**src/rtl/mcu_defines.svh**
```systemverilog
// address map, memory sizes and timing bounds of the fabric
// include wherever a base, a size or a register offset is needed

`ifndef MCU_DEFINES_SVH
`define MCU_DEFINES_SVH

// single-cycle RAM banks
`define MCU_RAM0_BASE       32'h0000_0000
`define MCU_RAM1_BASE       32'h0000_4000
`define MCU_RAM_BYTES       32'h0000_4000

// peripheral block, 4 KiB window
`define MCU_PERIPH_BASE     32'h2000_0000
`define MCU_PERIPH_EXIT     12'h000
`define MCU_PERIPH_SCRATCH  12'h004
`define MCU_PERIPH_TIMER    12'h008

// slow RAM with variable latency
`define MCU_SLOW_BASE       32'h3000_0000
`define MCU_SLOW_WORDS      128
`define MCU_SLOW_MAX_LAT    4

`define MCU_UNMAPPED_RDATA  32'hdead_beef

`endif
```
**src/rtl/mcu_pkg.sv**
```systemverilog
// bus types shared by the interconnect, the slaves and the top level
// modules import this inside their bodies

`default_nettype none

package mcu_pkg;

  typedef logic [31:0] addr_t;
  typedef logic [31:0] data_t;
  typedef logic [3:0]  be_t;

  // target of a decoded address; slave index matches the value
  typedef enum logic [2:0] {
    SEL_RAM0   = 3'd0,
    SEL_RAM1   = 3'd1,
    SEL_PERIPH = 3'd2,
    SEL_SLOW   = 3'd3,
    SEL_NONE   = 3'd4
  } slave_sel_e;

endpackage

`default_nettype wire

```
**src/rtl/periph_regs.sv**
```systemverilog
// peripheral registers for program exit, a scratch word and a cycle timer
// single-cycle OBI slave that reads unused offsets as zero

`timescale 1ns/1ps
`default_nettype none
`include "mcu_defines.svh"

module periph_regs (
  input  logic           clk_i,
  input  logic           rst_i,
  input  logic           req_i,
  input  logic           we_i,
  input  mcu_pkg::be_t   be_i,
  input  logic [11:0]    addr_i,
  input  mcu_pkg::data_t wdata_i,
  output logic           gnt_o,
  output logic           rvalid_o,
  output mcu_pkg::data_t rdata_o,
  output logic           exit_valid_o,
  output mcu_pkg::data_t exit_value_o
);

  import mcu_pkg::*;

  data_t       scratch_q;
  data_t       timer_q;
  logic [11:0] word_off;
  logic        wr_en;

  assign gnt_o    = req_i;
  assign word_off = {addr_i[11:2], 2'b00};
  // writes always take the whole word
  assign wr_en    = req_i && we_i;

  always_ff @(posedge clk_i) begin
    if (rst_i) begin
      rvalid_o     <= 1'b0;
      exit_valid_o <= 1'b0;
      timer_q      <= '0;
    end else begin
      rvalid_o <= req_i;
      timer_q  <= timer_q + 1'b1;
      if (wr_en && word_off == `MCU_PERIPH_EXIT)
        exit_valid_o <= 1'b1;
    end
  end

  always_ff @(posedge clk_i) begin
    if (wr_en) begin
      case (word_off)
        `MCU_PERIPH_EXIT:    exit_value_o <= wdata_i;
        `MCU_PERIPH_SCRATCH: scratch_q <= wdata_i;
        default:             ;
      endcase
    end
    if (req_i && !we_i) begin
      case (word_off)
        `MCU_PERIPH_EXIT:    rdata_o <= exit_value_o;
        `MCU_PERIPH_SCRATCH: rdata_o <= scratch_q;
        `MCU_PERIPH_TIMER:   rdata_o <= timer_q;
        default:             rdata_o <= '0;
      endcase
    end
  end

endmodule

`default_nettype wire

```
**config.mk**
```make
export PLATFORM = sky130hd
export DESIGN_NAME = periph_regs
export DESIGN_NICKNAME = d
export VERILOG_FILES = /design/src/rtl/mcu_pkg.sv /design/src/rtl/periph_regs.sv
export VERILOG_INCLUDE_DIRS = /design/src /design/src/rtl
export SDC_FILE = /design/constraint.sdc
export NUM_CORES = 1
export LEC_CHECK = 0
export BUFFER_PORTS_ARGS = -buffer_cell sky130_fd_sc_hd__buf_2
export CORE_ASPECT_RATIO = 0.75
export CORE_MARGIN = 5
export CORE_UTILIZATION = 40
export CTS_BUF_LIST = sky130_fd_sc_hd__clkbuf_4 sky130_fd_sc_hd__clkbuf_8 sky130_fd_sc_hd__clkbuf_16
export DETAILED_ROUTE_END_ITERATION = 12
export PLACE_DENSITY = 0.69
export RECOVER_POWER = 50
export REMOVE_ABC_BUFFERS = 1
export SLEW_MARGIN = 20
export SYNTH_ARGS = -nofsm -noshare
export SYNTH_HDL_FRONTEND = slang
export SYNTH_SLANG_ARGS = --single-unit
```
**constraint.sdc**
```tcl
create_clock -name clk_i -period 6.55 [get_ports clk_i]
set_clock_uncertainty 0.2 [all_clocks]
set_input_delay 0.3275 -clock clk_i [delete_from_list [all_inputs] [get_ports clk_i]]
set_output_delay 0.3275 -clock clk_i [all_outputs]
set_load 0.005 [all_outputs]
```
==> key figures <==
Global routing
  • Initial antenna violation count: 0
  • GRT overflow: 0
  • Vias in the first global route: 3,658
  • First-pass GRT wire length: 19.1 mm
  • Largest net degree at the start of global routing: 36
  • GRT Total Usage: 0.164

Detailed routing
  • # DRC: 0
  • Vias/cell: 5.08
  • Final wirelength: 12.1 mm
  • Wire length per cell: 17.1 um
  • Post-route ant nets: 0
  • TritonRoute pass-1 iters: 4
  • Total number of vias: 3,610
  • Starting DRT DRC Count: 280

Clock tree
  • CTS H-tree depth: 4
  • Num CTS Buffers: 17
  • Clk sinks: 130
  • Worst-path clk slew: roughly 0.05 ns
  • CTS max path bufs: 2
  • Post-CTS sizing: 0
  • Worst-Skew Late Latency: 0.41 ns
  • Root Buffer: clkbuf_16
  • CTS tree: yes

Synth
  • Synth unique cells: 36
  • Yosys top cell area share: 0.565
  • Yosys warnings: 0
  • Cell area after synthesis: approximately 5100 um2
  • Top_reg_cell synth: edfxtp_1
  • Synth area leaders: edfxtp_1, dfxtp_1, mux2i_1, o21ai_0, nand2_1
  • Sequential share of the synthesized area: 0.698
  • Most common cell in the synthesized netlist: edfxtp_1
  • Synth async-reset ratio: 0
  • Yosys top cell by area: edfxtp_1
  • Commonest cells in the synthesized netlist: edfxtp_1, o21ai_0, nand2_1
  • Syn_area_per_cell: roughly 13 um2
  • Number of synthesized flops with an enable pin: 96
  • Yosys reg bits: 130
  • Mapped Cells: just under 400

Power and ir drop
  • NetSw: 0.371 mW
  • Switching Share: 0.189
  • Clk pwr share: 0.512
  • VDD IR max: 194 uV
  • Power per cell area: 293 nW/um2
  • Sequential Power Share: 0.456
  • Combinational share of power: 0.032
  • Leak pwr: approximately 2.3 nW
  • Internal power: ~1.6 mW

Critical path
  • Worst Path Arrival: approximately 3.3 ns
  • Crit Path Max Fanout: 34
  • Largest delay share family, worst path: simple AND/OR/NAND/NOR gates
  • Crit end category: flop
  • Worst-path cell chain: buf_2, clkbuf_1, and4b_1, buf_4, nor2b_4
  • Worst setup SP type: primary input
  • Worst EP required: 6.37 ns
  • WP buf/inv: 3
  • Worst stage delay on the critical path: between 0.9 and 1 ns
  • Slowest-stage cell, CP: clkbuf_1
  • Setup CP Type: in2reg

Layout
  • Layout cells sized above 1: 0.180
  • P&R area growth vs syn: 31.1%
  • ANT cells: 0
  • Seq. cell area: 3560 um2
  • Fill count: 1,102
  • Multi-input combinational cell area: 1430 um2
  • Non-filler cells, final: 711
  • Core Util, Final: 0.540
  • Nets: 585

Die
  • Row Count: 35
  • Die width: 140 um
  • Die area: approximately 15,000 um2
  • Die height: 108 um
  • Floorplan core area: 12,400 um2
  • Initial Utilization: 0.412
  • IO Pins: about 120

Run status
  • Violated checks: max-capacitance violations, max-slew violations
  • Status: finished, violations left

STA
  • Tmin final: 3.49 ns
  • Max Freq: ~290 MHz
  • Slew headroom: -0.774
  • Hold Vio Cnt, Final: 0
  • Setup_tns: 0 ns
  • Measured slew at the worst slew-check pin: about 2.7 ns
  • Unrepaired setup endpoints after global routing: no
  • Fin crit share: 0.533
  • Setup-violating endpoint count in the final report: 0
  • Max-slew violations: 71

Place
  • Post-DP HPWL: 7.43 mm
  • GPL Wtd Cong: around 0.78
  • DP Cell Count: 646
  • # port buffers: 112

Min path
  • HP Class: in2reg

Flow run
  • Max_cap viols: 2
## kinds of logic after synthesis
kind of cell,Yosys count,share of synthesized area
flops,130,0.698
simple gates,116,0.120
compound gates,69,0.0713
mux,33,0.0650
buf+inv,27,0.0240
xor+xnor,11,0.0189
fa+ha+maj,1,0.00245
## power groups by stage
| stage | logic (mW) | clock network, mW | registers [mW] |
|---|---|---|---|
| floorplan | 0.0133 | 0 | 0.911 |
| global placement | 0.0476 | 0 | 0.911 |
| detailed placement | 0.0493 | 0 | 0.911 |
| CTS | 0.0648 | 1.02 | 0.894 |
| global route | 0.0695 | 1.06 | 0.894 |
| finish | 0.0635 | 1.00 | 0.894 |
## path summary, 6_finish.rpt
kind	endpoint	slack, ns	startpoint	depth (start not counted)
worst max-delay path	scratch_q[25]$_DFFE_PP_	3.06	addr_i[3]	5
worst min register to register	timer_q[0]$_SDFF_PP0_	0.29	timer_q[0]$_SDFF_PP0_	1
worst max register to register	timer_q[31]$_SDFF_PP0_	3.71	timer_q[4]$_SDFF_PP0_	4
worst min-delay path	rdata_o[21]$_DFFE_PP_	0.22	we_i	2
## worst reg2reg max path, cell delays in order, from the launching register on
cell	delay [ns]
dfxtp_1	0.43
nand4_1	0.44
or4_1	0.92
nor4_1	0.37
mux2_2	0.37
## area by class of cell
cell class | count | area share
repair buffers | 149 | 0.126
clock inverters | 10 | 0.0234
well taps | 166 | 0.0310
multi-input cells | 230 | 0.214
inverters | 4 | 0.00224
flip-flops and latches | 130 | 0.533
clock buffers | 22 | 0.0711
## layer usage
metal / track usage / vias to the layer above / part of all wire
met5: 0 / - / 0
met3: 0.0515 / 13 / 0.074
met1: 0.222 / 1728 / 0.47
met2: 0.252 / 130 / 0.44
li1: - / 1739 / -
met4: 0.0498 / 0 / 0.0095
## through the flow
step | power [mW] | cell area, um2 | setup WS (ns) | hold WS, ns
2_1_floorplan | 0.924 | 5000 | 2.29 | 0.194
3_3_place_gp | 0.958 | 5810 | 3.53 | 0.254
3_5_place_dp | 0.960 | 5810 | 3.48 | 0.277
4_1_cts | 1.98 | 6780 | 3.87 | 0.234
5_1_grt | 2.03 | 6690 | 2.82 | 0.242
6_report | 1.96 | 6690 | 3.06 | 0.224
## layout by cell type, fill, tap and decap left out, drive strengths merged
cell type and instances:
o21ba 1, ha 1, nand2 42, dlygate4sd3 33, bufinv 4, edfxtp 96
nand4 8, mux2i 32, clkinv 5, nor2 14, nor3 4, nand3 10
buf 54, a21oi 18, nor2b 5, nand3b 1, mux2 1, and4b 1
dfxtp 34, o41ai 1, o21ai 45, and4 3, inv 4, or3 13
clkbuf 84, or4 6, or4b 1, clkinvlp 1, xnor2 9, and3 1
o31ai 4, nor4 7, xor2 2
## state kept, by name (all words and copies together), names as in the netlist
register and flops:
exit_valid_o 1, exit_value_o 32, timer_q 32, scratch_q 32, rvalid_o 1, rdata_o 32
## what timing repair did
| action | CTS | global route |
|---|---|---|
| endpoints found under the hold margin | 65 | 0 |
| hold buffers | 33 | 0 |
| setup buffers | 0 | 0 |
No activity file was read; power rests on OpenSTA's default activity.
