===== src/rtl/mcu_defines.svh =====
// address map, memory sizes and timing bounds of the fabric
// include wherever a base, a size or a register offset is needed

`ifndef MCU_DEFINES_SVH
`define MCU_DEFINES_SVH

// single-cycle RAM banks
`define MCU_RAM0_BASE       32'h0000_0000
`define MCU_RAM1_BASE       32'h0000_4000
`define MCU_RAM_BYTES       32'h0000_4000

// peripheral block, 4 KiB window
`define MCU_PERIPH_BASE     32'h2000_0000
`define MCU_PERIPH_EXIT     12'h000
`define MCU_PERIPH_SCRATCH  12'h004
`define MCU_PERIPH_TIMER    12'h008

// slow RAM with variable latency
`define MCU_SLOW_BASE       32'h3000_0000
`define MCU_SLOW_WORDS      128
`define MCU_SLOW_MAX_LAT    4

`define MCU_UNMAPPED_RDATA  32'hdead_beef

`endif

===== src/rtl/mcu_pkg.sv =====
// bus types shared by the interconnect, the slaves and the top level
// modules import this inside their bodies

`default_nettype none

package mcu_pkg;

  typedef logic [31:0] addr_t;
  typedef logic [31:0] data_t;
  typedef logic [3:0]  be_t;

  // target of a decoded address; slave index matches the value
  typedef enum logic [2:0] {
    SEL_RAM0   = 3'd0,
    SEL_RAM1   = 3'd1,
    SEL_PERIPH = 3'd2,
    SEL_SLOW   = 3'd3,
    SEL_NONE   = 3'd4
  } slave_sel_e;

endpackage

`default_nettype wire


===== src/rtl/slow_memory.sv =====
// word RAM with a pseudo-random response delay of 1 to MCU_SLOW_MAX_LAT cycles
// one request at a time with gnt low until the response has gone out

`timescale 1ns/1ps
`default_nettype none
`include "mcu_defines.svh"

module slow_memory #(
  parameter int  NUM_WORDS = `MCU_SLOW_WORDS,
  localparam int AW        = $clog2(NUM_WORDS)
) (
  input  logic           clk_i,
  input  logic           rst_i,
  input  logic           req_i,
  input  logic           we_i,
  input  mcu_pkg::be_t   be_i,
  input  logic [AW-1:0]  addr_i,
  input  mcu_pkg::data_t wdata_i,
  output logic           gnt_o,
  output logic           rvalid_o,
  output mcu_pkg::data_t rdata_o
);

  import mcu_pkg::*;

  localparam int CW = $clog2(`MCU_SLOW_MAX_LAT);

  data_t         mem [NUM_WORDS];
  logic          busy_q;
  logic [CW-1:0] cnt_q;
  logic [7:0]    lfsr_q;
  logic          lfsr_fb;
  logic          we_q;
  be_t           be_q;
  logic [AW-1:0] addr_q;
  data_t         wdata_q;

  // x^8 + x^6 + x^5 + x^4 + 1
  assign lfsr_fb = lfsr_q[7] ^ lfsr_q[5] ^ lfsr_q[4] ^ lfsr_q[3];

  assign gnt_o    = req_i && !busy_q;
  assign rvalid_o = busy_q && (cnt_q == '0);
  assign rdata_o  = mem[addr_q];

  always_ff @(posedge clk_i) begin
    if (rst_i) begin
      busy_q <= 1'b0;
      cnt_q  <= '0;
      lfsr_q <= 8'ha5;
    end else begin
      lfsr_q <= {lfsr_q[6:0], lfsr_fb};
      if (gnt_o) begin
        busy_q <= 1'b1;
        cnt_q  <= CW'(lfsr_q % `MCU_SLOW_MAX_LAT);
      end else if (rvalid_o) begin
        busy_q <= 1'b0;
      end else if (busy_q) begin
        cnt_q <= cnt_q - 1'b1;
      end
    end
  end

  // request held here and the write lands as the response leaves
  always_ff @(posedge clk_i) begin
    if (gnt_o) begin
      we_q    <= we_i;
      be_q    <= be_i;
      addr_q  <= addr_i;
      wdata_q <= wdata_i;
    end
    if (rvalid_o && we_q) begin
      for (int b = 0; b < 4; b++) begin
        if (be_q[b])
          mem[addr_q][8*b +: 8] <= wdata_q[8*b +: 8];
      end
    end
  end

  // a new grant only once the previous response has gone out
  a_no_gnt_while_busy: assert property (@(posedge clk_i) disable iff (rst_i)
    gnt_o |-> !$past(busy_q) || $past(rvalid_o));

endmodule

`default_nettype wire


===== config.mk =====
export PLATFORM = sky130hd
export DESIGN_NAME = slow_memory
export DESIGN_NICKNAME = d
export VERILOG_FILES = /design/src/rtl/mcu_pkg.sv /design/src/rtl/slow_memory.sv
export VERILOG_INCLUDE_DIRS = /design/src /design/src/rtl
export SDC_FILE = /design/constraint.sdc
export NUM_CORES = 2
export LEC_CHECK = 0
export BUFFER_PORTS_ARGS = -buffer_cell sky130_fd_sc_hd__clkbuf_2
export CORE_MARGIN = 2
export CORE_UTILIZATION = 30
export CTS_CLUSTER_SIZE = 24
export DETAILED_ROUTE_END_ITERATION = 6
export SETUP_SLACK_MARGIN = 0.05
export SLEW_MARGIN = 30
export SYNTH_ARGS = -nofsm -noshare
export SYNTH_HDL_FRONTEND = slang
export SYNTH_SLANG_ARGS = --single-unit

===== constraint.sdc =====
create_clock -name clk_i -period 4.3 [get_ports clk_i]
set_clock_uncertainty 0.05 [all_clocks]
set_input_delay 0.43 -clock clk_i [delete_from_list [all_inputs] [get_ports clk_i]]
set_output_delay 0.43 -clock clk_i [all_outputs]
set_load 0.005 [all_outputs]

==> summary.md <==
| Metric | Value |
|---|---|
| FF+latch count, synth | 4158 |
| Boundary pin count | 81 |
| DIE WIDTH | 734 um |
| Leak | 57.4 nW |
| # Max-Cap Violations | 0 |
| CTS tree | built |
| Avg Cell Area, Syn | 24.1 um^2 |
| Synth Instances | 6619 |
| Syn Nets | 6667 |
| Post-route insts no fill | 14.8k |
| Clock power frac | 39.8% |
| Avg WL per Cell | 30.5 um |
| Async S/R FF share, synth | 0% |
| IO Port Bufs | 80 |
| Drt pass-1 iters | 7 |
| HPWL after detailed placement | 290000 um |
| Initial antenna violation count | 40 |
| Outcome | finished with violations |
| Setup violations, final | 32 |
| Hold Slack | 0.158 ns |
| Req. time, crit path | 3.82 ns |
| Yosys Warn Count | 0 |
| Die ar. | 538000 um^2 |
| Top post-synthesis cells by area | edfxtp_1 (78%), mux4_2 (19%), nor2_1 (1.2%) |
| Worst vdd ir | 0.000391 V |
| Area delta synth->final | 17.8% |
| Switch Pwr | 0.0199 W |
| Place WS | 0.224 ns |
| Commonest cells post-synth | edfxtp_1 (4140), mux4_2 (1344), nor2_1 (524) |
| Fin crit share | 112% |
| WHS Path Cells | 2 |
| Setup ws final | -0.503 ns |
| Pins Over Slew Limit | 0 |
| CP Max Fanout | 8 |
| Internal power | 0.0683 W |
| Post-synth top area cell | edfxtp_1 |
| Unrepaired setup endpoints after global routing | yes |
| GRT Residual Overflow | 0 |
| Drc violations | 439 |
| Worst Hold Launch | wdata_i[10] |
| Hold Crit Class | in -> reg |
| Fmax | 208 MHz |
| Fin util | 35.5% |
| Count leader, synth | edfxtp_1 |
| Tot GR Track Use | 16.2% |
| Critical path depth in cells | 10 |
| Share of layout cells above drive strength 1 | 35.4% |
| Most used DFF post-synth | edfxtp_1 |
| Gate power share | 9.3% |
| EDFF count, synth | 4140 |
| Total power | 0.0882 W |
| R2R depth | 4 |
| Area of the mapped netlist | 160000 um^2 |
| Post-synthesis sequential area ratio | 78.1% |
| WP buf/inv | 6 |
| Detailed Route WL | 449000 um |
| Largest delay contributor family on the critical path | multiplexers |
| Global-route wire length before repair | 621000 um |
| Clk sinks | 4158 |
| Clk slew on worst S/H paths | 0.06 ns |
| CP max stage cell | mux4_2 |
| Fillers | 47.6k |
| Max transition margin | 11.7% |
| Max H-tree Level | 5 |
| Worst skew pair latency | 0.96 ns |
| Iter 0 DRT Violations | 11.3k |
| Site row count | 267 |
| Nature of the critical path endpoint | primary output |
| Initial Util | 30.2% |
| CTS Buffer Depth | 4 |
| Tightest Pin Transition | 1.32 ns |
| P per Cell Area | 469 nW/um^2 |
| Crit path DAT | 4.32 ns |
| Largest net degree at the start of global routing | 129 |
| Cts bufs inserted | 398 |
| Worst path cell trace | buf_12, buf_16, buf_16, buf_12, buf_12, mux4_2, mux4_2, mux4_2, mux2_4, buf_8 |
| Vias per cell | 5.22 |
| Seq pwr share | 50.9% |
| Sw Ratio | 22.5% |
| Area fraction of the dominant cell type after synthesis | 77.9% |
| Synth unique cells | 28 |
| Nets@finish | 7437 |
| Post-route ant nets | 0 |
| CTS root buf | clkbuf_16 |
| Final Critical Period | 4.80 ns |
| Total number of vias | 77.0k |
| Failing checks | DRC, setup timing |
| FF-to-FF Start | addr_q[3] |
| Core region area | 530000 um^2 |
| Hold Violations, Final | 0 |
| Worst setup SP type | register |
| Vias in the first global route | 76.3k |
| GP Congestion | 0.870 |
| Die height | 734 um |
| Slowest stage delay, CP | 0.60 ns |
| Crit Path Category | reg -> out |
| Placed cells | 13.9k |
[through the flow]
| step | setup TNS (ns) | cell area (um^2) |
|---|---|---|
| after floorplan | 0 | 160000 |
| after global placement | 0 | 173000 |
| after detailed placement | 0 | 173000 |
| after CTS | -15.93 | 188000 |
| after global routing | -15.76 | 188000 |
| final | -14.25 | 188000 |
[cell families after synthesis]
family          count (synthesis)  synth area share, %
fa+ha+maj                       1              0.00783
buf+inv                       378                0.965
mux                          1383                 19.2
xor+xnor                        4               0.0219
compound gates                  4               0.0157
simple gates                  691                 1.67
flops                        4158                 78.1
[metal layers]
layer  vias to the layer above  part of all wire (%)  routed length [um]  track usage, %
li1                      29900                     -                   -               -
met4                        20                   3.2               14600            5.08
met2                      4256                    45              202000            24.3
met5                         -                  0.10                 460           0.855
met3                       653                    11               51500            4.98
met1                     42200                    40              181000            22.7
[cell type report]
class / instances / area, um^2 / area share [%]
clock inverters: 243 / 2280 / 1.21
repair buffers: 745 / 7910 / 4.20
flip-flops and latches: 4158 / 125000 / 66.3
inverters: 3 / 11.3 / 0.00598
clock buffers: 487 / 10600 / 5.63
well taps: 6994 / 8750 / 4.65
multi-input cells: 2083 / 33800 / 18.0
diodes: 38 / 95.1 / 0.0505
[placed cells by master, fill, tap and decap left out, types with 3 or more instances in the layout]
cell type,n
edfxtp_1,4140
mux4_2,1344
nor2_1,457
buf_4,442
clkbuf_16,414
nand2_1,129
buf_12,99
clkinv_1,92
clkinv_2,76
clkbuf_1,72
clkbuf_2,70
nor2_2,67
dlygate4sd3_1,46
bufinv_16,39
buf_16,39
diode_2,38
mux2_4,31
buf_6,27
clkinvlp_4,22
buf_8,14
dfxtp_1,11
mux2_2,8
nor3_1,7
dfxtp_4,7
clkbuf_8,6
nand2b_1,5
nand2_4,4
nor2b_1,4
inv_16,4
clkinv_4,4
inv_1,3
and3_1,3
nor3b_2,3
xor2_1,3
or2_2,3
bufbuf_16,3
[timing repair]
item                       in CTS  in global routing
gates resized for setup       109                 38
cloned                         19                  4
setup endpoints to repair      32                 32
hold endpoints to repair       62                  0
buffers inserted               46                 14
hold buffers                   46                  0
[worst register-to-register path, cell delays in order (launching register included)]
cell and delay, ns:
edfxtp_1 0.55, nand2_1 0.23, nor3_1 0.79, nand2_1 0.91, nor2_1 1.04
[state kept, by name (all words and copies together) (netlist names), named ones only]
signal / cells
mem: 4096
wdata_q: 32
lfsr_q: 8
addr_q: 7
be_q: 4
cnt_q: 2
busy_q: 1
we_q: 1
[path summary, 6_finish.rpt]
path / end / slack, ns
worst max-delay path: rdata_o[30] / -0.50
worst max register to register: mem[73][8] / 0.27
worst min register to register: lfsr_q[7] / 0.38
worst min-delay path: wdata_q[10] / 0.16
[power by group through the flow]
stage                     clock (W)  sequential (W)  combinational [W]
after floorplan                   0          0.0460            0.00413
after global placement            0          0.0458            0.00757
after detailed placement          0          0.0458            0.00768
after CTS                    0.0356          0.0449            0.00817
after global routing         0.0371          0.0449            0.00853
final                        0.0351          0.0449            0.00821
Note: power is estimated with default switching activity, not from simulation.
