[config.mk]
export PLATFORM = sky130hd
export DESIGN_NAME = obi_bus
export DESIGN_NICKNAME = d
export VERILOG_FILES = /design/src/rtl/mcu_pkg.sv /design/src/rtl/obi_bus.sv
export VERILOG_INCLUDE_DIRS = /design/src /design/src/rtl
export SDC_FILE = /design/constraint.sdc
export NUM_CORES = 1
export LEC_CHECK = 0
export BUFFER_PORTS_ARGS = -buffer_cell sky130_fd_sc_hd__buf_2
export CAP_MARGIN = 0
export CORE_AREA = 2 2 229 231
export DETAILED_ROUTE_END_ITERATION = 12
export DIE_AREA = 0 0 231 233
export GPL_TIMING_DRIVEN = 0
export SYNTH_ARGS = -nofsm -noshare
export SYNTH_HDL_FRONTEND = slang
export SYNTH_SLANG_ARGS = --single-unit
[constraint.sdc]
create_clock -name clk_i -period 2.1 [get_ports clk_i]
set_clock_uncertainty 0.2 [all_clocks]
set_input_delay 0.105 -clock clk_i [delete_from_list [all_inputs] [get_ports clk_i]]
set_output_delay 0.105 -clock clk_i [all_outputs]
set_load 0.1 [all_outputs]
[src/rtl/mcu_defines.svh]
// address map, memory sizes and timing bounds of the fabric
// include wherever a base, a size or a register offset is needed

`ifndef MCU_DEFINES_SVH
`define MCU_DEFINES_SVH

// single-cycle RAM banks
`define MCU_RAM0_BASE       32'h0000_0000
`define MCU_RAM1_BASE       32'h0000_4000
`define MCU_RAM_BYTES       32'h0000_4000

// peripheral block, 4 KiB window
`define MCU_PERIPH_BASE     32'h2000_0000
`define MCU_PERIPH_EXIT     12'h000
`define MCU_PERIPH_SCRATCH  12'h004
`define MCU_PERIPH_TIMER    12'h008

// slow RAM with variable latency
`define MCU_SLOW_BASE       32'h3000_0000
`define MCU_SLOW_WORDS      128
`define MCU_SLOW_MAX_LAT    4

`define MCU_UNMAPPED_RDATA  32'hdead_beef

`endif
[src/rtl/mcu_pkg.sv]
// bus types shared by the interconnect, the slaves and the top level
// modules import this inside their bodies

`default_nettype none

package mcu_pkg;

  typedef logic [31:0] addr_t;
  typedef logic [31:0] data_t;
  typedef logic [3:0]  be_t;

  // target of a decoded address; slave index matches the value
  typedef enum logic [2:0] {
    SEL_RAM0   = 3'd0,
    SEL_RAM1   = 3'd1,
    SEL_PERIPH = 3'd2,
    SEL_SLOW   = 3'd3,
    SEL_NONE   = 3'd4
  } slave_sel_e;

endpackage

`default_nettype wire

[src/rtl/obi_bus.sv]
// OBI interconnect for two masters and four slaves
// data master wins a shared slave, unmapped accesses get an error word

`timescale 1ns/1ps
`default_nettype none
`include "mcu_defines.svh"

module obi_bus (
  input  logic           clk_i,
  input  logic           rst_i,
  // instruction master, reads only
  input  logic           instr_req_i,
  input  mcu_pkg::addr_t instr_addr_i,
  output logic           instr_gnt_o,
  output logic           instr_rvalid_o,
  output mcu_pkg::data_t instr_rdata_o,
  // data master
  input  logic           data_req_i,
  input  logic           data_we_i,
  input  mcu_pkg::be_t   data_be_i,
  input  mcu_pkg::addr_t data_addr_i,
  input  mcu_pkg::data_t data_wdata_i,
  output logic           data_gnt_o,
  output logic           data_rvalid_o,
  output mcu_pkg::data_t data_rdata_o,
  // slaves
  output logic           ram0_req_o,
  output logic           ram0_we_o,
  output mcu_pkg::be_t   ram0_be_o,
  output mcu_pkg::addr_t ram0_addr_o,
  output mcu_pkg::data_t ram0_wdata_o,
  input  logic           ram0_gnt_i,
  input  logic           ram0_rvalid_i,
  input  mcu_pkg::data_t ram0_rdata_i,
  output logic           ram1_req_o,
  output logic           ram1_we_o,
  output mcu_pkg::be_t   ram1_be_o,
  output mcu_pkg::addr_t ram1_addr_o,
  output mcu_pkg::data_t ram1_wdata_o,
  input  logic           ram1_gnt_i,
  input  logic           ram1_rvalid_i,
  input  mcu_pkg::data_t ram1_rdata_i,
  output logic           periph_req_o,
  output logic           periph_we_o,
  output mcu_pkg::be_t   periph_be_o,
  output mcu_pkg::addr_t periph_addr_o,
  output mcu_pkg::data_t periph_wdata_o,
  input  logic           periph_gnt_i,
  input  logic           periph_rvalid_i,
  input  mcu_pkg::data_t periph_rdata_i,
  output logic           slow_req_o,
  output logic           slow_we_o,
  output mcu_pkg::be_t   slow_be_o,
  output mcu_pkg::addr_t slow_addr_o,
  output mcu_pkg::data_t slow_wdata_o,
  input  logic           slow_gnt_i,
  input  logic           slow_rvalid_i,
  input  mcu_pkg::data_t slow_rdata_i
);

  import mcu_pkg::*;

  localparam int    NUM_SLAVES   = 4;
  localparam addr_t PERIPH_BYTES = 32'h0000_1000;

  slave_sel_e            instr_sel;
  slave_sel_e            data_sel;
  logic                  instr_out_q;
  logic                  data_out_q;
  logic                  instr_unm_q;
  logic                  data_unm_q;
  logic                  instr_free;
  logic                  data_free;
  logic                  instr_unm;
  logic                  data_unm;
  logic [NUM_SLAVES-1:0] instr_want;
  logic [NUM_SLAVES-1:0] data_want;
  logic [NUM_SLAVES-1:0] s_req;
  logic [NUM_SLAVES-1:0] s_gnt;
  logic [NUM_SLAVES-1:0] s_rvalid;
  logic [NUM_SLAVES-1:0] pend_q;
  // owner per slave, 1 means the data master
  logic [NUM_SLAVES-1:0] owner_q;
  data_t                 s_rdata [NUM_SLAVES];

  function automatic slave_sel_e decode(input addr_t addr);
    if (addr >= `MCU_RAM0_BASE && addr < `MCU_RAM0_BASE + `MCU_RAM_BYTES)
      return SEL_RAM0;
    if (addr >= `MCU_RAM1_BASE && addr < `MCU_RAM1_BASE + `MCU_RAM_BYTES)
      return SEL_RAM1;
    if (addr >= `MCU_PERIPH_BASE && addr < `MCU_PERIPH_BASE + PERIPH_BYTES)
      return SEL_PERIPH;
    if (addr >= `MCU_SLOW_BASE && addr < `MCU_SLOW_BASE + `MCU_SLOW_WORDS * 4)
      return SEL_SLOW;
    return SEL_NONE;
  endfunction

  assign instr_sel = decode(instr_addr_i);
  assign data_sel  = decode(data_addr_i);

  assign s_gnt    = {slow_gnt_i, periph_gnt_i, ram1_gnt_i, ram0_gnt_i};
  assign s_rvalid = {slow_rvalid_i, periph_rvalid_i, ram1_rvalid_i, ram0_rvalid_i};
  assign s_rdata[0] = ram0_rdata_i;
  assign s_rdata[1] = ram1_rdata_i;
  assign s_rdata[2] = periph_rdata_i;
  assign s_rdata[3] = slow_rdata_i;

  // responses go back to whoever owns the slave
  assign instr_rvalid_o = |(s_rvalid & ~owner_q) | instr_unm_q;
  assign data_rvalid_o  = |(s_rvalid & owner_q) | data_unm_q;

  always_comb begin
    instr_rdata_o = `MCU_UNMAPPED_RDATA;
    data_rdata_o  = `MCU_UNMAPPED_RDATA;
    for (int i = 0; i < NUM_SLAVES; i++) begin
      if (s_rvalid[i] && !owner_q[i])
        instr_rdata_o = s_rdata[i];
      if (s_rvalid[i] && owner_q[i])
        data_rdata_o = s_rdata[i];
    end
  end

  // one open transaction per master, a new one may go out as rvalid returns
  assign instr_free = !instr_out_q || instr_rvalid_o;
  assign data_free  = !data_out_q || data_rvalid_o;

  always_comb begin
    for (int i = 0; i < NUM_SLAVES; i++) begin
      instr_want[i] = instr_req_i && instr_free && (instr_sel == slave_sel_e'(i));
      data_want[i]  = data_req_i && data_free && (data_sel == slave_sel_e'(i));
    end
  end

  assign instr_unm = instr_req_i && instr_free && (instr_sel == SEL_NONE);
  assign data_unm  = data_req_i && data_free && (data_sel == SEL_NONE);

  // slave takes a request only with nothing pending or its response leaving
  assign s_req = (data_want | instr_want) & (~pend_q | s_rvalid);

  // data_want also selects the data master as the winner
  assign instr_gnt_o = |(s_req & s_gnt & ~data_want) | instr_unm;
  assign data_gnt_o  = |(s_req & s_gnt & data_want) | data_unm;

  assign ram0_req_o     = s_req[0];
  assign ram0_we_o      = data_want[0] & data_we_i;
  assign ram0_be_o      = data_want[0] ? data_be_i : '1;
  assign ram0_addr_o    = data_want[0] ? data_addr_i : instr_addr_i;
  assign ram0_wdata_o   = data_want[0] ? data_wdata_i : '0;
  assign ram1_req_o     = s_req[1];
  assign ram1_we_o      = data_want[1] & data_we_i;
  assign ram1_be_o      = data_want[1] ? data_be_i : '1;
  assign ram1_addr_o    = data_want[1] ? data_addr_i : instr_addr_i;
  assign ram1_wdata_o   = data_want[1] ? data_wdata_i : '0;
  assign periph_req_o   = s_req[2];
  assign periph_we_o    = data_want[2] & data_we_i;
  assign periph_be_o    = data_want[2] ? data_be_i : '1;
  assign periph_addr_o  = data_want[2] ? data_addr_i : instr_addr_i;
  assign periph_wdata_o = data_want[2] ? data_wdata_i : '0;
  assign slow_req_o     = s_req[3];
  assign slow_we_o      = data_want[3] & data_we_i;
  assign slow_be_o      = data_want[3] ? data_be_i : '1;
  assign slow_addr_o    = data_want[3] ? data_addr_i : instr_addr_i;
  assign slow_wdata_o   = data_want[3] ? data_wdata_i : '0;

  always_ff @(posedge clk_i) begin
    if (rst_i) begin
      pend_q      <= '0;
      owner_q     <= '0;
      instr_out_q <= 1'b0;
      data_out_q  <= 1'b0;
      instr_unm_q <= 1'b0;
      data_unm_q  <= 1'b0;
    end else begin
      for (int i = 0; i < NUM_SLAVES; i++) begin
        if (s_req[i] && s_gnt[i]) begin
          pend_q[i]  <= 1'b1;
          owner_q[i] <= data_want[i];
        end else if (s_rvalid[i]) begin
          pend_q[i] <= 1'b0;
        end
      end
      if (instr_gnt_o)
        instr_out_q <= 1'b1;
      else if (instr_rvalid_o)
        instr_out_q <= 1'b0;
      if (data_gnt_o)
        data_out_q <= 1'b1;
      else if (data_rvalid_o)
        data_out_q <= 1'b0;
      // unmapped responder answers the next cycle
      instr_unm_q <= instr_unm;
      data_unm_q  <= data_unm;
    end
  end

  a_instr_rvalid_open: assert property (@(posedge clk_i) disable iff (rst_i)
    instr_rvalid_o |-> instr_out_q);
  a_data_rvalid_open: assert property (@(posedge clk_i) disable iff (rst_i)
    data_rvalid_o |-> data_out_q);

endmodule

`default_nettype wire

==> summary.md <==
| Metric | Value |
|---|---|
| Status | finished with violations |
| Failing checks | setup timing |
| Sequential area share after synthesis | 0.0496 |
| CTS tree | done |
| Simple-Gate Fraction of Synth Area | 0.507 |
| DR vias | 9228 |
| # clock sinks | 12 |
| Net Count, Synth | 988 |
| Sequential Area | 256 µm² |
| Crit end category | output pin |
| Detailed Route WL | 51800 µm |
| CP Launch Point | instr_addr_i[24] |
| Initial antenna violation count | 4 |
| Cell Int Power | 1.67 mW |
| Remaining global-route overflow | 0 |
| Post-DR wirelength/cell | 24.8 µm |
| Synth Area per Inst | 6.49 µm² |
| Slew HR | 0.362 |
| Cell variety after synth | 47 |
| Iter 0 DRT Violations | 427 |
| Placed Cells | 2015 |
| Sw Ratio | 0.582 |
| Vias/cell | 4.42 |
| Post-synthesis xor/xnor area fraction | 0 |
| Synth Register Bits | 12 |
| Height of the die | 233 µm |
| RSZ-0062 raised after global routing | true |
| Setup TNS Final | -54.84 ns |
| Reg power frac | 0.058 |
| Critical path launch point type | primary input |
| HPWL after detailed placement | 37700 µm |
| # setup viols final | 342 |
| PortBufs | 588 |
| Final hold violation count | 0 |
| Reg-to-reg startpoint | owner_q[1]$_SDFFE_PP0P_ |
| Share of layout cells above drive strength 1 | 0.806 |
| Final slew viol count | 0 |
| I/O Pins | 589 |
| Util after Layout | 0.337 |
| Sw Pwr | 2.32 mW |
| Largest family of logic cells by synthesized area | simple AND/OR/NAND/NOR gates |
| Die Width | 231 µm |
| Synth warn | 0 |
| Vias in the first global route | 9595 |
| Final-layout fill cell count | 4993 |
| Area of the multi-input gates | 6660 µm² |
| Fin crit share | 1.14 |
| Largest fanout on the critical path | 5 |
| Final Net Count | 1651 |
| Critical path class | primary input to output pin |
| Initial core utilization | 0.0948 |
| GR Util All Layers | 0.168 |
| Logic gate share of total power | 0.843 |
| Mux cell area share after synthesis | 0.114 |
| Commonest non-fill, non-tap cell in the layout | buf_12 |
| Compound-cell area share of the yosys netlist | 0.264 |
| Leak Pwr | 7.32 nW |
| First-pass GRT wire length | 66900 µm |
| Total CTS buffers | 3 |
| HP Start | instr_req_i |
| Post-Synth Adder-Cell Area | 0 |
| DP Area | 10600 µm² |
| Min Tclk post-route | 2.39 ns |
| Clock buffer depth | 2 |
| Core Area | 51100 µm² |
| Clock network power share | 0.099 |
| # DRC | 0 |
| Commonest non-fill, non-tap cells in the layout | 275 x buf_12, 245 x buf_2, 95 x and2_4 |
| Antenna Cells | 0 |
| CP arrival | 2.09 ns |
| Maximum clock frequency | 0.418 GHz |
| Final cell count without fillers | 2089 |
| First-pass DRT Iterations | 5 |
| Gate Count Post-Synth | 747 |
| Power per cell area | 232 nW/µm² |
| Mapped cell area | 4850 µm² |
| H-tree depth | 1 |
| FP Rows | 83 |
| ANT nets after route | 0 |
| Die area | 53800 µm² |
| Cell area after layout | 17200 µm² |
| Critical Path RT | 1.79 ns |
| VDD IR max | 0.000265 V |
| Routability cong. | 0.913 |
| Worst hold slack | 0.0635 ns |
| CTS Root Cell | clkbuf_16 |
| Hold Path Class | primary input to register |
| Largest net degree at the start of global routing | 11 |
| Area growth syn-to-layout | 255% |
| Max-capacitance violation count | 0 |
| Final WS setup | -0.291 ns |
| Clk_lat worst skew | 0.24 ns |
| Worst-Margin Slew | 0.956 ns |
| Clock transition at path regs | 0.04 ns |
-- power by group through the flow --
stage               Combinational, mW  Sequential, mW  Clock [mW]
finish                           3.36           0.231       0.393
global route                     3.44           0.232       0.417
CTS                              3.13           0.232       0.396
detailed placement               2.65           0.241           0
global placement                 2.64           0.240           0
floorplan                        1.97           0.239           0
-- per-stage QoR --
step                power (mW)  setup slack, ns
floorplan                 2.21           -0.141
global placement          2.88            -1.28
detailed placement        2.89            -1.24
CTS                       3.76           -0.365
global route              4.09           -0.351
finish                    3.99           -0.291
-- timing repair --
item | CTS | global route
endpoints found under the setup margin | 359 | 355
cloned | 11 | 9
hold buffers | 5 | 0
pin swaps | 24 | 19
buffers inserted | 33 | 24
endpoints found under the hold margin | 9 | 0
gates resized for setup | 1012 | 564
-- critical path, cell delays in order --
cell	delay [ns]
buf_2	0.15
nor4_1	0.35
and4_1	0.46
inv_1	0.06
o311ai_0	0.47
o21a_1	0.24
nand2_2	0.08
buf_12	0.16
-- cell type report --
class	instances	area share
buffer	65	0.0521
multi-input combinational	660	0.387
timing repair buffer	664	0.490
inverter	4	0.000873
sequential	12	0.0149
clock buffer	4	0.00517
tap	680	0.0495
-- Yosys cell counts (all sizes together) --
master / number / share of area
or3: 2 / 0.0026
mux2: 49 / 0.11
o221ai: 48 / 0.087
clkbuf: 55 / 0.043
nor4b: 4 / 0.0085
nor4: 6 / 0.017
o22ai: 1 / 0.0013
a21boi: 1 / 0.0015
nor3: 14 / 0.024
o22a: 1 / 0.0018
o21a: 4 / 0.0062
and4: 2 / 0.0036
nand2: 75 / 0.058
a31oi: 49 / 0.063
and2: 138 / 0.18
nand4b: 1 / 0.0018
a221o: 16 / 0.033
dfxtp: 12 / 0.050
a41oi: 1 / 0.0018
nor2b: 78 / 0.10
o21ba: 1 / 0.0021
a211o: 1 / 0.0018
o21ai: 41 / 0.042
a221oi: 1 / 0.0031
and4b: 1 / 0.0021
nand4: 6 / 0.011
inv: 4 / 0.0031
a22oi: 1 / 0.0015
or2: 5 / 0.0065
o2111ai: 2 / 0.0036
and3: 3 / 0.0039
nor2: 62 / 0.048
nand3: 8 / 0.0083
a21oi: 10 / 0.010
buf: 16 / 0.019
nand2b: 26 / 0.034
a41o: 1 / 0.0021
o311ai: 1 / 0.0018
-- flip-flops by register name (all words and copies together) (netlist names) --
signal       flops
instr_out_q      1
data_out_q       1
data_unm_q       1
owner_q          4
instr_unm_q      1
pend_q           4
-- final timing paths --
path                                    to  slack [ns]  cells after the start
setup / recovery               instr_gnt_o       -0.29                      8
hold / removal      instr_unm_q$_SDFF_PP0_        0.06                      3
setup reg to reg  instr_out_q$_SDFFE_PP0P_       -0.07                      8
hold reg to reg    owner_q[0]$_SDFFE_PP0P_        0.33                      2
-- layer usage --
| metal | part of all wire | GRT usage |
|---|---|---|
| met1 | 0.37 | 0.188 |
| met2 | 0.52 | 0.318 |
| met3 | 0.059 | 0.0228 |
| met4 | 0.044 | 0.0708 |
| met5 | 0.0010 | 0 |
-- kinds of logic (layout without fill, tap and decap cells) --
logic type | after synthesis | in the layout
multiplexers | 49 | 49
AO/OA/AOI/OAI | 180 | 180
buffers and inverters | 75 | 737
AND/OR/NAND/NOR | 431 | 431
flip-flops | 12 | 12
Power figures use the tool's default switching activity.
